==> config.mk <==
export PLATFORM = sky130hd
export DESIGN_NAME = fix_session_top
export DESIGN_NICKNAME = d
export VERILOG_FILES = /design/src/fix_session_pkg.sv /design/src/fix_session_top.sv /design/src/order_arbiter.sv /design/src/session_engine.sv /design/src/session_event_dispatch.sv
export SDC_FILE = /design/constraint.sdc
export NUM_CORES = 1
export LEC_CHECK = 0
export BUFFER_PORTS_ARGS = -buffer_cell sky130_fd_sc_hd__clkbuf_2
export CELL_PAD_IN_SITES_DETAIL_PLACEMENT = 1
export CELL_PAD_IN_SITES_GLOBAL_PLACEMENT = 1
export CORE_MARGIN = 2
export CORE_UTILIZATION = 45
export CTS_BUF_LIST = sky130_fd_sc_hd__clkbuf_8
export CTS_CLUSTER_DIAMETER = 40
export DETAILED_ROUTE_END_ITERATION = 12
export PLACE_DENSITY = 0.86
export SETUP_SLACK_MARGIN = 0.05
export SLEW_MARGIN = 20
export SYNTH_ARGS = -nofsm -noshare
export SYNTH_HDL_FRONTEND = slang
export SYNTH_SLANG_ARGS = --single-unit
==> constraint.sdc <==
create_clock -name clk -period 3 [get_ports clk]
set_input_delay 0 -clock clk [delete_from_list [all_inputs] [get_ports clk]]
set_output_delay 0 -clock clk [all_outputs]
set_load 0.01 [all_outputs]
==> src/fix_session_pkg.sv <==
// FIX session layer shared types
// session states, event and message encodings, builder order codes
// and the event and order records passed between blocks

`default_nettype none

package fix_session_pkg;

	// state of one FIX session
	typedef enum logic [2:0] {
		ST_DISCONNECTED   = 3'd0,
		ST_LOGON_SENT     = 3'd1,
		ST_NORMAL         = 3'd2,
		ST_HEARTBEAT_SENT = 3'd3,
		ST_RESEND_SENT    = 3'd4,
		ST_LOGOUT_SENT    = 3'd5
	} session_state_e;

	// what happened on a host
	typedef enum logic [1:0] {
		EV_RX_MSG      = 2'd0, // inbound message classified
		EV_CONNECT     = 2'd1, // tcp link came up
		EV_TIMEOUT     = 2'd2, // heartbeat timer expired
		EV_END_SESSION = 2'd3  // application wants out
	} event_kind_e;

	// receive path verdict on an inbound message
	typedef enum logic [2:0] {
		VAL_VALID    = 3'd0,
		VAL_GARBLED  = 3'd1,
		VAL_SEQ_HIGH = 3'd2, // gap detected
		VAL_SEQ_LOW  = 3'd3, // fatal
		VAL_INVALID  = 3'd4
	} validity_e;

	// inbound FIX message type
	typedef enum logic [3:0] {
		MT_LOGON      = 4'd0,
		MT_LOGOUT     = 4'd1,
		MT_HEARTBEAT  = 4'd2,
		MT_TEST_REQ   = 4'd3,
		MT_RESEND_REQ = 4'd4,
		MT_GAP_FILL   = 4'd5,
		MT_SEQ_RESET  = 4'd6,
		MT_APP        = 4'd7
	} msg_type_e;

	// message builder commands, zero left free as "nothing"
	typedef enum logic [3:0] {
		ORD_LOGON      = 4'd1,
		ORD_LOGOUT     = 4'd2,
		ORD_HEARTBEAT  = 4'd3,
		ORD_RESEND_REQ = 4'd4
	} order_e;

	// one input event, 17 bits
	typedef struct packed {
		event_kind_e kind;
		logic [7:0]  host;     // only the low host index bits count
		msg_type_e   msg_type;
		validity_e   validity;
	} session_event_t;

	// order slot of one engine, 5 bits
	typedef struct packed {
		logic   pending;
		order_e code;
	} session_order_t;

endpackage

`default_nettype wire

==> src/fix_session_top.sv <==
// FIX session layer top
// event dispatcher, one session engine per host and the order arbiter
// driving the message builder over Wishbone

`timescale 1ns/1ns
`default_nettype none

module fix_session_top #(
	parameter int NUM_HOST = 4,
	parameter int HOST_W   = (NUM_HOST > 1) ? $clog2(NUM_HOST) : 1
) (
	input  wire                             clk,
	input  wire                             arst_n_i,
	input  wire                             event_valid_i,
	input  wire fix_session_pkg::session_event_t event_i,
	output wire                             event_ready_o,
	output wire                             wb_cyc_o,
	output wire                             wb_stb_o,
	output wire  [HOST_W-1:0]               wb_adr_o,
	output wire  [3:0]                      wb_dat_o,
	input  wire                             wb_ack_i,
	output wire  [NUM_HOST-1:0]             disconnect_o,
	output wire  [NUM_HOST-1:0]             seq_update_o,
	output wire  [NUM_HOST-1:0]             msg_accepted_o,
	output wire  [NUM_HOST-1:0]             msg_ignored_o
);

	wire fix_session_pkg::session_event_t                disp_event;
	wire [NUM_HOST-1:0]                                  eng_valid;
	wire [NUM_HOST-1:0]                                  eng_busy;
	wire [NUM_HOST-1:0]                                  order_done;
	wire fix_session_pkg::session_order_t [NUM_HOST-1:0] orders;

	session_event_dispatch #(
		.NUM_HOST(NUM_HOST),
		.HOST_W  (HOST_W)
	) u_dispatch (
		.clk          (clk),
		.arst_n_i     (arst_n_i),
		.event_valid_i(event_valid_i),
		.event_i      (event_i),
		.event_ready_o(event_ready_o),
		.eng_valid_o  (eng_valid),
		.eng_event_o  (disp_event),
		.eng_busy_i   (eng_busy)
	);

	for (genvar h = 0; h < NUM_HOST; h++) begin : g_engine
		session_engine u_engine (
			.clk           (clk),
			.arst_n_i      (arst_n_i),
			.ev_valid_i    (eng_valid[h]),
			.ev_i          (disp_event),
			.busy_o        (eng_busy[h]),
			.order_o       (orders[h]),
			.order_done_i  (order_done[h]),
			.disconnect_o  (disconnect_o[h]),
			.seq_update_o  (seq_update_o[h]),
			.msg_accepted_o(msg_accepted_o[h]),
			.msg_ignored_o (msg_ignored_o[h])
		);
	end

	order_arbiter #(
		.NUM_HOST(NUM_HOST),
		.HOST_W  (HOST_W)
	) u_arbiter (
		.clk         (clk),
		.arst_n_i    (arst_n_i),
		.orders_i    (orders),
		.order_done_o(order_done),
		.wb_cyc_o    (wb_cyc_o),
		.wb_stb_o    (wb_stb_o),
		.wb_adr_o    (wb_adr_o),
		.wb_dat_o    (wb_dat_o),
		.wb_ack_i    (wb_ack_i)
	);

endmodule

`default_nettype wire

==> src/order_arbiter.sv <==
// round-robin arbiter over the engines' pending orders
// each grant becomes one Wishbone classic write: host on the address,
// order code on the data, held until ack

`timescale 1ns/1ns
`default_nettype none

module order_arbiter #(
	parameter int NUM_HOST = 4,
	parameter int HOST_W   = 2
) (
	input  wire                                             clk,
	input  wire                                             arst_n_i,
	input  wire fix_session_pkg::session_order_t [NUM_HOST-1:0] orders_i,
	output logic [NUM_HOST-1:0]                             order_done_o,
	output logic                                            wb_cyc_o,
	output logic                                            wb_stb_o,
	output logic [HOST_W-1:0]                               wb_adr_o,
	output logic [3:0]                                      wb_dat_o,
	input  wire                                             wb_ack_i
);

	typedef enum logic {
		ARB_IDLE,
		ARB_WRITE
	} arb_state_e;

	arb_state_e             state_q;
	logic [HOST_W-1:0]      last_q;    // last host served
	logic [HOST_W-1:0]      cur_q;     // host on the bus
	fix_session_pkg::order_e code_q;
	logic                   pick_valid;
	logic [HOST_W-1:0]      pick_idx;

	// first pending order, starting after last_q
	always_comb begin
		int idx;
		pick_valid = 1'b0;
		pick_idx   = '0;
		for (int i = 0; i < NUM_HOST; i++) begin
			idx = int'(last_q) + 1 + i;
			if (idx >= NUM_HOST) begin
				idx = idx - NUM_HOST;
			end
			if (!pick_valid && orders_i[idx].pending) begin
				pick_valid = 1'b1;
				pick_idx   = HOST_W'(idx);
			end
		end
	end

	always_comb begin
		order_done_o = '0;
		if (state_q == ARB_WRITE && wb_ack_i) begin
			order_done_o[cur_q] = 1'b1; // engine frees its slot on this edge
		end
	end

	always_ff @(posedge clk or negedge arst_n_i) begin
		if (!arst_n_i) begin
			state_q <= ARB_IDLE;
			last_q  <= HOST_W'(NUM_HOST - 1); // host 0 goes first
		end else begin
			case (state_q)
				ARB_IDLE: begin
					if (pick_valid) begin
						state_q <= ARB_WRITE;
						last_q  <= pick_idx;
					end
				end
				default: begin
					if (wb_ack_i) begin
						state_q <= ARB_IDLE;
					end
				end
			endcase
		end
	end

	// bus payload, loaded only on grant
	always_ff @(posedge clk) begin
		if (state_q == ARB_IDLE && pick_valid) begin
			cur_q  <= pick_idx;
			code_q <= orders_i[pick_idx].code;
		end
	end

	assign wb_cyc_o = (state_q == ARB_WRITE);
	assign wb_stb_o = (state_q == ARB_WRITE);
	assign wb_adr_o = cur_q;
	assign wb_dat_o = code_q;

endmodule

`default_nettype wire

==> src/session_engine.sv <==
// FIX session state machine for one remote host
// decides builder orders, disconnects and sequence updates per event,
// keeps one pending order until the Wishbone side acknowledges it

`timescale 1ns/1ns
`default_nettype none

module session_engine (
	input  wire                             clk,
	input  wire                             arst_n_i,
	input  wire                             ev_valid_i,
	input  wire fix_session_pkg::session_event_t ev_i,
	output logic                            busy_o,
	output fix_session_pkg::session_order_t order_o,
	input  wire                             order_done_i,
	output logic                            disconnect_o,
	output logic                            seq_update_o,
	output logic                            msg_accepted_o,
	output logic                            msg_ignored_o
);

	fix_session_pkg::session_state_e state_q;
	fix_session_pkg::session_state_e state_d;
	fix_session_pkg::session_order_t order_q;
	fix_session_pkg::order_e         code_d;
	logic                            load_d;
	logic                            disc_d;
	logic                            sequp_d;
	logic                            acc_d;
	logic                            ign_d;

	always_comb begin
		state_d = state_q;
		code_d  = fix_session_pkg::ORD_LOGON;
		load_d  = 1'b0;
		disc_d  = 1'b0;
		sequp_d = 1'b0;
		acc_d   = 1'b0;
		ign_d   = 1'b0;
		case (ev_i.kind)
			fix_session_pkg::EV_CONNECT: begin
				load_d  = 1'b1; // fresh logon from any state
				state_d = fix_session_pkg::ST_LOGON_SENT;
			end
			fix_session_pkg::EV_END_SESSION: begin
				if (state_q == fix_session_pkg::ST_NORMAL ||
						state_q == fix_session_pkg::ST_HEARTBEAT_SENT ||
						state_q == fix_session_pkg::ST_RESEND_SENT) begin
					load_d  = 1'b1;
					code_d  = fix_session_pkg::ORD_LOGOUT;
					state_d = fix_session_pkg::ST_LOGOUT_SENT;
				end
			end
			fix_session_pkg::EV_TIMEOUT: begin
				if (state_q == fix_session_pkg::ST_NORMAL ||
						state_q == fix_session_pkg::ST_RESEND_SENT) begin
					load_d  = 1'b1;
					code_d  = fix_session_pkg::ORD_HEARTBEAT;
					state_d = fix_session_pkg::ST_HEARTBEAT_SENT;
				end else if (state_q != fix_session_pkg::ST_DISCONNECTED) begin
					disc_d  = 1'b1; // peer silent while we wait on it
					state_d = fix_session_pkg::ST_DISCONNECTED;
				end
			end
			default: begin
				// received message
				if (state_q == fix_session_pkg::ST_DISCONNECTED ||
						ev_i.validity == fix_session_pkg::VAL_GARBLED) begin
					ign_d = 1'b1;
				end else if (ev_i.validity == fix_session_pkg::VAL_SEQ_LOW ||
						ev_i.validity == fix_session_pkg::VAL_INVALID) begin
					disc_d  = 1'b1;
					state_d = fix_session_pkg::ST_DISCONNECTED;
				end else begin
					// only VALID or SEQ_HIGH left here
					case (state_q)
						fix_session_pkg::ST_LOGON_SENT: begin
							if (ev_i.msg_type != fix_session_pkg::MT_LOGON) begin
								disc_d  = 1'b1;
								state_d = fix_session_pkg::ST_DISCONNECTED;
							end else if (ev_i.validity == fix_session_pkg::VAL_VALID) begin
								acc_d   = 1'b1;
								state_d = fix_session_pkg::ST_NORMAL;
							end else begin
								load_d  = 1'b1; // logon ahead of our counter
								code_d  = fix_session_pkg::ORD_RESEND_REQ;
								state_d = fix_session_pkg::ST_RESEND_SENT;
							end
						end
						fix_session_pkg::ST_NORMAL,
						fix_session_pkg::ST_HEARTBEAT_SENT: begin
							if (ev_i.validity == fix_session_pkg::VAL_SEQ_HIGH) begin
								load_d  = 1'b1;
								code_d  = fix_session_pkg::ORD_RESEND_REQ;
								state_d = fix_session_pkg::ST_RESEND_SENT;
							end else if (ev_i.msg_type == fix_session_pkg::MT_LOGOUT) begin
								load_d  = 1'b1; // confirm peer logout
								code_d  = fix_session_pkg::ORD_LOGOUT;
								state_d = fix_session_pkg::ST_DISCONNECTED;
							end else if (ev_i.msg_type == fix_session_pkg::MT_TEST_REQ) begin
								load_d = 1'b1;
								code_d = fix_session_pkg::ORD_HEARTBEAT;
							end else begin
								acc_d   = 1'b1;
								state_d = fix_session_pkg::ST_NORMAL;
							end
						end
						fix_session_pkg::ST_RESEND_SENT: begin
							if (ev_i.msg_type == fix_session_pkg::MT_GAP_FILL ||
									ev_i.msg_type == fix_session_pkg::MT_SEQ_RESET) begin
								sequp_d = 1'b1; // gap closed
								state_d = fix_session_pkg::ST_NORMAL;
							end else if (ev_i.validity == fix_session_pkg::VAL_SEQ_HIGH) begin
								load_d = 1'b1;
								code_d = fix_session_pkg::ORD_RESEND_REQ;
							end else begin
								acc_d = 1'b1;
							end
						end
						default: begin
							// logout sent, waiting for the peer's logout
							if (ev_i.msg_type == fix_session_pkg::MT_LOGOUT) begin
								disc_d  = 1'b1;
								state_d = fix_session_pkg::ST_DISCONNECTED;
							end else if (ev_i.validity == fix_session_pkg::VAL_VALID) begin
								acc_d = 1'b1;
							end else begin
								ign_d = 1'b1;
							end
						end
					endcase
				end
			end
		endcase
	end

	always_ff @(posedge clk or negedge arst_n_i) begin
		if (!arst_n_i) begin
			state_q        <= fix_session_pkg::ST_DISCONNECTED;
			order_q        <= '0;
			disconnect_o   <= 1'b0;
			seq_update_o   <= 1'b0;
			msg_accepted_o <= 1'b0;
			msg_ignored_o  <= 1'b0;
		end else begin
			disconnect_o   <= ev_valid_i && disc_d; // one-cycle pulses
			seq_update_o   <= ev_valid_i && sequp_d;
			msg_accepted_o <= ev_valid_i && acc_d;
			msg_ignored_o  <= ev_valid_i && ign_d;
			if (ev_valid_i) begin
				state_q <= state_d;
			end
			if (ev_valid_i && load_d) begin
				order_q.pending <= 1'b1;
				order_q.code    <= code_d;
			end else if (order_done_i) begin
				order_q.pending <= 1'b0;
			end
		end
	end

	assign busy_o  = order_q.pending;
	assign order_o = order_q;

endmodule

`default_nettype wire

==> src/session_event_dispatch.sv <==
// FIX session event dispatcher
// one-entry holding register for input events, routed to the engine
// of the addressed host once that engine has no order pending

`timescale 1ns/1ns
`default_nettype none

module session_event_dispatch #(
	parameter int NUM_HOST = 4,
	parameter int HOST_W   = 2
) (
	input  wire                             clk,
	input  wire                             arst_n_i,
	input  wire                             event_valid_i,
	input  wire fix_session_pkg::session_event_t event_i,
	output logic                            event_ready_o,
	output logic [NUM_HOST-1:0]             eng_valid_o,
	output fix_session_pkg::session_event_t eng_event_o,
	input  wire  [NUM_HOST-1:0]             eng_busy_i
);

	logic                            full_q;
	fix_session_pkg::session_event_t ev_q;
	logic [HOST_W-1:0]               host_idx;
	logic [NUM_HOST-1:0]             host_sel;
	logic                            release_ev;

	assign host_idx = ev_q.host[HOST_W-1:0];

	// one-hot host decode
	always_comb begin
		host_sel = '0;
		for (int i = 0; i < NUM_HOST; i++) begin
			if (host_idx == HOST_W'(i)) begin
				host_sel[i] = 1'b1;
			end
		end
	end

	// a host beyond NUM_HOST selects nobody and simply drains
	assign release_ev    = full_q && ((host_sel & eng_busy_i) == '0);
	assign eng_valid_o   = release_ev ? host_sel : '0;
	assign eng_event_o   = ev_q;
	assign event_ready_o = !full_q || release_ev; // refill in the cycle it leaves

	always_ff @(posedge clk or negedge arst_n_i) begin
		if (!arst_n_i) begin
			full_q <= 1'b0;
		end else if (event_valid_i && event_ready_o) begin
			full_q <= 1'b1;
		end else if (release_ev) begin
			full_q <= 1'b0;
		end
	end

	always_ff @(posedge clk) begin
		if (event_valid_i && event_ready_o) begin
			ev_q <= event_i;
		end
	end

endmodule

`default_nettype wire

-- Word-level counts from Yosys, hierarchy flattened
Cells that the tools add are included.
- output and inout bits: 25
- flip-flop bits (word level): 69
- word-level logic and storage cells: 427
- input port bits: 21
- bitwise operators: 2
- order comparisons: 11
- mux-type cells: 228
- reduce and logical (&&, ||, !) cells: 91
- eq/ne operators: 50
- add/sub/neg operators: 8
- operators with widths (kind ; number):
    less-than comparator 32 x 4 -> 1 bit, second input constant ; 4
    two-way mux 32 bit ; 4
    two-way mux 1 bit ; 117
    greater-or-equal comparator 32 x 4 -> 1 bit, second input constant ; 3
    case mux 4 bit (3 select lines) ; 8
    subtractor 32 x 4 -> 32 bit, second input constant ; 3
    two-way mux 3 bit ; 31
    case mux 3 bit (3 select lines) ; 8
    adder 32 x 3 -> 32 bit, second input constant ; 2
    binary-select mux 5 bit (select 2 bit) ; 5
    two-way mux 4 bit ; 12
    two-way mux 5 bit ; 8
    case mux 1 bit (3 select lines) ; 12
    adder 32 x 2 -> 32 bit, second input constant ; 1
    nonzero test 8 bit ; 4
    == test 3 x 2 -> 1 bit, second input constant ; 10
    logical AND 1 bit ; 28
    two-way mux 2 bit ; 14
    AND reduction 7 bit ; 4
    inequality test 6 bit, second input constant ; 4
    inequality test 8 bit, second input constant ; 3
    logical OR 1 bit ; 19
    inequality test 4 bit, second input constant ; 4
    case mux 1 bit (2 select lines) ; 8
    other kinds (29) ; 74

-- Depth between registers and ports, before layout
Gate-level depths: netlist (run 1).
- word-level depth: 18
- depth in mapped cells: 8
- mapped depth without buffers: 6

-- By module
From an unflattened synthesis (run 1), not the netlist that was laid out.
- cells, all modules: 538
- area, all modules: 5272.6 um^2
- by module, submodules not included (module ; instances ; cells each ; seq. area each (um^2) ; area each (um^2)):
    session_engine ; 4 ; 115 ; 275.3 ; 1022.2
    session_event_dispatch ; 1 ; 30 ; 535.5 ; 628.1
    order_arbiter ; 1 ; 48 ; 257.7 ; 555.5

-- Worst setup path after synthesis (run 1)
OpenSTA, ideal clock, no wires.
- kind: reg2reg
- start point: reg u_dispatch.ev_q (netlist bit u_dispatch.eng_event_o[4])
- end point: reg g_engine[3].u_engine.order_q (netlist bit g_engine[3].u_engine.order_o[0])
- arrival time: 2.282 ns
- data required time: 2.875 ns
- stages on the path, launching flop included: 7
- buffers on the path: 1
- slack: 0.593 ns
- library setup time: 0.125 ns
- clock period less this slack: 2.407 ns
- cell sequence: edfxtp_1 > buf_6 > or4_4 > or3_4 > a21o_1 > a311oi_4 > mux2_2
- cells in the longest elaborated chain, start to end: 9
- elaborated cells between the ends (all ways): 24
- those cells by class: eq/ne (4); mux (17); reduce/logical (3)
- ends and longest elaborated chain (item ; RTL line ; RTL):
    start: declaration ; session_event_dispatch.sv:23 ; fix_session_pkg::session_event_t ev_q;
    start signal: assignment ; session_event_dispatch.sv:58 ; ev_q <= event_i;
    == test 4 x 2 -> 1 bit ; session_engine.sv:100 ; end else if (ev_i.msg_type == fix_session_pkg::MT_TEST_REQ) begin
    two-way mux 1 bit ; session_engine.sv:100 ;
    two-way mux 1 bit (2 in series) ; - ;
    case mux 1 bit (3 select lines) ; session_engine.sv:76 ; case (state_q)
    two-way mux 1 bit ; session_engine.sv:70 ; end else if (ev_i.validity == fix_session_pkg::VAL_SEQ_LOW ||
    two-way mux 1 bit ; session_engine.sv:67 ; if (state_q == fix_session_pkg::ST_DISCONNECTED ||
    case mux 1 bit (3 select lines) ; session_engine.sv:40 ; case (ev_i.kind)
    logical AND 1 bit ; session_engine.sv:153 ; if (ev_valid_i && load_d) begin
    end: declaration ; session_engine.sv:24 ; fix_session_pkg::session_order_t order_q;
Parallel ways exist; a longest one is shown, timed or not.
A chain may end at the register's enable or synchronous reset.

-- Worst setup path in the final report (run 1)
- start point: reg u_dispatch.ev_q (netlist bit u_dispatch.eng_event_o[4])
- end point: reg g_engine[3].u_engine.order_q (netlist bit g_engine[3].u_engine.order_o[1])
The elaborated chain is that of the path after synthesis.

==> reports/qor.yml, run 1 <==
grt_max_degree: 27
die_area_um2: 10200
yosysWarnings: 0
critical_path_arrival_ps: 2920
final_max_slew_viol_count: 0
die_y_um: 101
r2r_start: "u_dispatch.eng_event_o[4]"
syn_area_um2: 4220
drtAntennaViolNets: 0
setup-tns-final_ps: 0
vias: 4152
cts-root-buf: "clkbuf_8"
rr_endpoint: "g_engine[3].u_engine.order_o[1]"
tritoncts: "built"
hp-class: "input pin to asynchronous set/reset pin"
coreArea_um2: 9150
setup_violations: 0
synth_ff_type: "dfrtp_1"
drt-total-wl_mm: 14.8
diodes: 0
layout_setup_ws_ps: 326
synth_edf_count: 16
drtIter0Drc: 313
rsz0062_at_grt: "false"
fin_cells: 629
first_global_vias: 4180
portBuffers: 38
syn2layout_area_growth_pct: 13.4
startpoint_type: "register"
rows: 35
r2r_slack_ps: 330
cp_slowest_stage_delay_ps: 620
path_cells: "or4_4 > or3_4 > a21o_1 > a311oi_4 > mux2_2"
clkTransAtPathRegs_ps: 80
cp_max_fo: 8
wire_per_inst_um: 23.6
cts_sinks: 64
worst_pin_slew_ps: 703
crit_type: "register to register"
final_common_cell: "nand2_1"
first_pass_iters: 5
period_share_pct: 89.1
cp-end-kind: "register"
syn_avg_cell_area_um2: 8.87
period_minus_slack_ps: 2670
viasPerCell: 6.60
cts_max_level: 3
cts_setup_buffers: 0
seq_area_frac_synth_pct: 40.0
ios: 46
crit_required_ps: 3250
clock-skew-final_ps: 12.1
outcome: "complete, no violations"
drc: 0
cts_made_buffers: 9
max_freq_mhz: 374
gp_congestion: 0.976
relSlewSlack_pct: 53.1
synthDistinctLibCells: 70
synthCells: 475
syn-num-nets: 496
antenna_found_initial: 0
dp_hpwl_mm: 10.4
dp.cells: 599
ff2ff_path_depth: 5
pre_cts_ws_ps: 396
hold_viol: 0
power.density_nw_per_um2: 924
initial_core_util_pct: 46.1
grt.overflow.total: 0
ir_drop_uv: 384
drive_gt1_share_pct: 21.2
grt_pass1_wl_mm: 22.9
timing.hold.ws_ps: 176
final_cell_mix: "nand2_1 (48), dfrtp_1 (46), nor2_1 (42)"
cpMaxStageDelayCell: "or4_4"
clk_latency_ps: 370
cellLeakagePower_nw: 1.99
nNetsFinal: 534
async_flop_share_pct: 75.0
chipWidth_um: 101
maxCapViolations: 0
cts_buffer_depth: 2
grt_usage_pct: 30.4
synth-seq-cells: 64
-- area by class of cell --
cell class,count,area (um2)
Clock buffer,9,124
Clock inverter,7,65.1
Fill cell,1080,4370
Inverter,12,45.0
Multi-Input combinational cell,353,2230
Sequential cell,64,1680
Tap cell,111,139
Timing Repair Buffer,73,488
-- Yosys cell counts, drive strengths merged (3+ instances only) --
master / count / area, um2
nand2b: 15 / 93.8
a32oi: 3 / 26.3
mux2i: 7 / 70.1
nand3: 8 / 40.0
nand2: 48 / 180
nor4: 7 / 43.8
a21oi: 38 / 190
inv: 11 / 41.3
o211ai: 6 / 45.0
o22ai: 5 / 31.3
and3: 3 / 18.8
nor2: 42 / 158
nor3: 14 / 70.1
or3: 4 / 30.0
or3b: 4 / 35.0
mux2: 20 / 225
dfrtp: 46 / 1150
a31oi: 3 / 18.8
a22oi: 6 / 45.0
a311oi: 4 / 58.8
buf: 23 / 165
o21ai: 26 / 130
xnor2: 3 / 26.3
o31ai: 6 / 45.0
clkbuf: 23 / 86.3
a221oi: 4 / 41.3
nor2b: 13 / 81.3
nand4: 4 / 25.0
nor3b: 4 / 35.0
a2111oi: 4 / 35.0
a21o: 6 / 46.3
and2: 4 / 25.0
edfxtp: 16 / 480
o32ai: 3 / 26.3
a211oi: 8 / 60.1
-- logic make-up (layout without fill, tap and decap cells) --
kind of cell | after synthesis | count (layout) | synth area share, %
AOI/OAI and AO/OA | 140 | 140 | 22.7
xor gates and xnor gates | 4 | 4 | 0.831
buffers and inverters | 58 | 101 | 7.03
DFF | 64 | 64 | 40.0
muxes | 28 | 28 | 7.54
other | 1 | 1 | 0.0890
and+or+nand+nor | 180 | 180 | 21.8
-- sequential cells by signal (all words and copies together), names as in the netlist --
name and cells:
g_engine.u_engine.msg_accepted_o 4, g_engine.u_engine.seq_update_o 4, g_engine.u_engine.msg_ignored_o 4, u_dispatch.full_q 1, g_engine.u_engine.busy_o 4, g_engine.u_engine.state_q 12, u_arbiter.wb_dat_o 3, g_engine.u_engine.order_o 12
u_arbiter.last_q 2, g_engine.u_engine.disconnect_o 4, u_arbiter.wb_cyc_o 1, u_arbiter.wb_adr_o 2, u_dispatch.eng_event_o 11
-- per-stage QoR --
step	power (mW)	util, %	instance area [um2]
2_1_floorplan	2.92	-	4220
3_3_place_gp	3.46	48.6	4450
3_5_place_dp	3.55	48.6	4450
4_1_cts	4.35	52.2	4780
5_1_grt	4.66	52.2	4780
6_report	4.42	52.2	4780
-- worst max-delay path by stage --
| stage | start | endpoint | cells after the start |
|---|---|---|---|
| floorplan | u_dispatch.eng_event_o[4] | g_engine[3].u_engine.order_o[0] | 6 |
| finish | u_dispatch.eng_event_o[4] | g_engine[3].u_engine.order_o[1] | 5 |
| detailed placement | u_dispatch.eng_event_o[4] | g_engine[3].u_engine.order_o[2] | 5 |
| global route | u_dispatch.eng_event_o[4] | g_engine[3].u_engine.order_o[2] | 5 |
| global placement | u_dispatch.eng_event_o[4] | g_engine[3].u_engine.order_o[0] | 5 |
| CTS | u_dispatch.eng_event_o[4] | g_engine[3].u_engine.order_o[1] | 5 |
-- routing by layer --
| metal | GRT usage (%) | share of wire [%] |
|---|---|---|
| met1 | 38.9 | 41 |
| met2 | 50.2 | 47 |
| met3 | 5.55 | 6.9 |
| met4 | 13.4 | 4.2 |
| met5 | 0 | 0 |
-- critical path, delay by kind of cell (launching register included) --
family / cells / cell delay [ps]
flip-flops: 1 / 530
AO/OA/AOI/OAI: 2 / 620
multiplexers: 1 / 390
AND/OR/NAND/NOR: 2 / 1010
-- power by group --
part	switching, mW	total [mW]	internal (mW)
registers	0.404	1.58	1.18
clock network	0.391	0.769	0.378
logic	1.28	2.07	0.788
-- what timing repair did --
action                    in CTS  in global routing
hold buffers                  14                  0
hold endpoints to repair      36                  0
gates resized for setup        0                  0
Power figures use the tool's default switching activity.
==> run 2: changes to the inputs <==
--- a/config.mk
+++ b/config.mk
@@ -9,11 +9,11 @@
 export CELL_PAD_IN_SITES_DETAIL_PLACEMENT = 1
 export CELL_PAD_IN_SITES_GLOBAL_PLACEMENT = 1
 export CORE_MARGIN = 2
-export CORE_UTILIZATION = 45
+export CORE_UTILIZATION = 42
 export CTS_BUF_LIST = sky130_fd_sc_hd__clkbuf_8
 export CTS_CLUSTER_DIAMETER = 40
 export DETAILED_ROUTE_END_ITERATION = 12
-export PLACE_DENSITY = 0.86
+export PLACE_DENSITY_LB_ADDON = 0.1
 export SETUP_SLACK_MARGIN = 0.05
 export SLEW_MARGIN = 20
 export SYNTH_ARGS = -nofsm -noshare
==> constraint.sdc (replaced) <==
create_clock -name clk -period 2.43 [get_ports clk]
set_input_delay 0 -clock clk [delete_from_list [all_inputs] [get_ports clk]]
set_output_delay 0 -clock clk [all_outputs]
set_load 0.01 [all_outputs]
==> run 2 against run 1 <==
Compared with the run above:
- maximum frequency is 11% higher
- clock-buffer cell count increased by 1
- design area is 8.9% higher
- die area grew 6.9%
- combinational power grew 39%
- register-to-register slack got worse by 300 ps
- worst setup slack got worse by 300 ps
- clock skew shrank 3.1 ps
==> reports/qor.yml, run 2 (synthesis gave the netlist of run 1 again) <==
pre_cts_ws_ps: 68.1
portBuffers: 38
die_area_um2: 10900
coreArea_um2: 9770
viasPerCell: 5.99
hold_viol: 0
r2r_slack_ps: 30
drtIter0Drc: 258
cts_made_buffers: 9
drt-total-wl_mm: 15.3
cts-root-buf: "clkbuf_8"
period_share_pct: 98.9
cp_max_fo: 5
timing.hold.ws_ps: 91.4
die_y_um: 104
fin_cells: 692
first_pass_iters: 5
vias: 4146
grt.overflow.total: 0
cellLeakagePower_nw: 2.20
grt_pass1_wl_mm: 23.5
ir_drop_uv: 587
max_freq_mhz: 416
chipWidth_um: 104
nNetsFinal: 574
dp_hpwl_mm: 11.2
cts_max_level: 3
maxCapViolations: 0
clk_latency_ps: 360
final_cell_mix: "buf_4 (61), nand2_1 (48), dfrtp_1 (46)"
period_minus_slack_ps: 2400
cts_sinks: 64
drive_gt1_share_pct: 28.3
regArea_um2: 1680
setup_violations: 0
final_common_cell: "buf_4"
first_global_vias: 4276
drtAntennaViolNets: 0
cts_buffer_depth: 2
grt_usage_pct: 28.4
cp-end-kind: "register"
crit_required_ps: 2670
layout_setup_ws_ps: 26.5
dp.cells: 655
multi_input_area_um2: 2290
power.density_nw_per_um2: 1120
final_max_slew_viol_count: 0
grt_max_degree: 38
ios: 46
syn2layout_area_growth_pct: 23.5
clkTransAtPathRegs_ps: 80
rsz0062_at_grt: "true"
wire_per_inst_um: 22.1
outcome: "complete, no violations"
hp-class: "input pin to asynchronous set/reset pin"
startpoint_type: "register"
tritoncts: "built"
worst_pin_slew_ps: 682
clock-skew-final_ps: 8.91
fillCellCount: 1137
gp_congestion: 0.943
antenna_found_initial: 0
initial_core_util_pct: 43.1
relSlewSlack_pct: 54.5
rows: 36
crit_type: "register to register"
critical_path_arrival_ps: 2650
drc: 0
-- run 2: changes by cell type in the layout (fill, tap and decap cells not counted), sizes merged --
| cell | delta |
|---|---|
| buf | +40 |
| bufinv | +1 |
| clkbuf | +1 |
| clkinv | -4 |
| clkinvlp | +2 |
| diode | +1 |
-- run 2: layout make-up --
cell class	count	share of cell area, %
Antenna cell	1	0.0481
Clock buffer	10	2.64
Clock inverter	6	1.75
Inverter	12	0.865
Multi-Input combinational cell	353	44.0
Sequential cell	64	32.4
Tap cell	133	3.20
Timing Repair Buffer	113	15.1
-- run 2: power breakdown --
| group | switching (mW) | total, mW | leakage, nW | internal, mW |
|---|---|---|---|---|
| logic | 1.72 | 2.88 | 1.31 | 1.15 |
| clock network | 0.479 | 1.09 | 0.105 | 0.609 |
| registers | 0.398 | 1.85 | 0.779 | 1.45 |
| total | 2.60 | 5.82 | 2.20 | 3.22 |
-- run 2: final timing paths --
check                                                      from                                   to  cells past startpoint
worst min register to register  g_engine[2].u_engine.order_o[2]      g_engine[2].u_engine.order_o[2]                      1
worst max-delay path                  u_dispatch.eng_event_o[0]      g_engine[3].u_engine.state_q[2]                      7
min in group clk                                     event_i[1]            u_dispatch.eng_event_o[1]                      2
max in group asynchronous                              arst_n_i                  u_arbiter.last_q[1]                      3
worst min-delay path                                   arst_n_i  g_engine[0].u_engine.msg_accepted_o                      2
worst max register to register        u_dispatch.eng_event_o[0]      g_engine[3].u_engine.state_q[2]                      7
-- run 2: stage by stage --
step | power [mW] | setup TNS, ps | cell area (um2) | util, %
floorplan | 3.61 | 0 | 4230 | -
global placement | 4.51 | 0 | 4740 | 48.5
detailed placement | 4.60 | 0 | 4740 | 48.5
CTS | 5.73 | 0 | 5110 | 52.3
global route | 6.17 | -2.81 | 5200 | 53.2
finish | 5.82 | 0 | 5200 | 53.3
-- run 2: worst max-delay path, cell delays in order, from the launching register on --
cell and delay, ps:
edfxtp_1 470, buf_4 190, or3b_1 390, nand3_1 120, nor3_1 60, a211o_1 320
a311oi_4 370, mux2_2 380
-- run 2: per-layer routing --
layer	vias up	routed length, um	global-route usage [%]
li1	1896	-	-
met1	2058	6620	37.0
met2	154	7390	46.6
met3	38	828	4.26
met4	0	466	13.4
met5	-	0	0
-- run 2: timing repair --
action                                  in CTS  in global routing
buffers inserted                             0                  6
hold endpoints to repair                    25                  0
hold buffers                                14                  0
endpoints found under the setup margin       0                 20
gates resized for setup                      0                  9
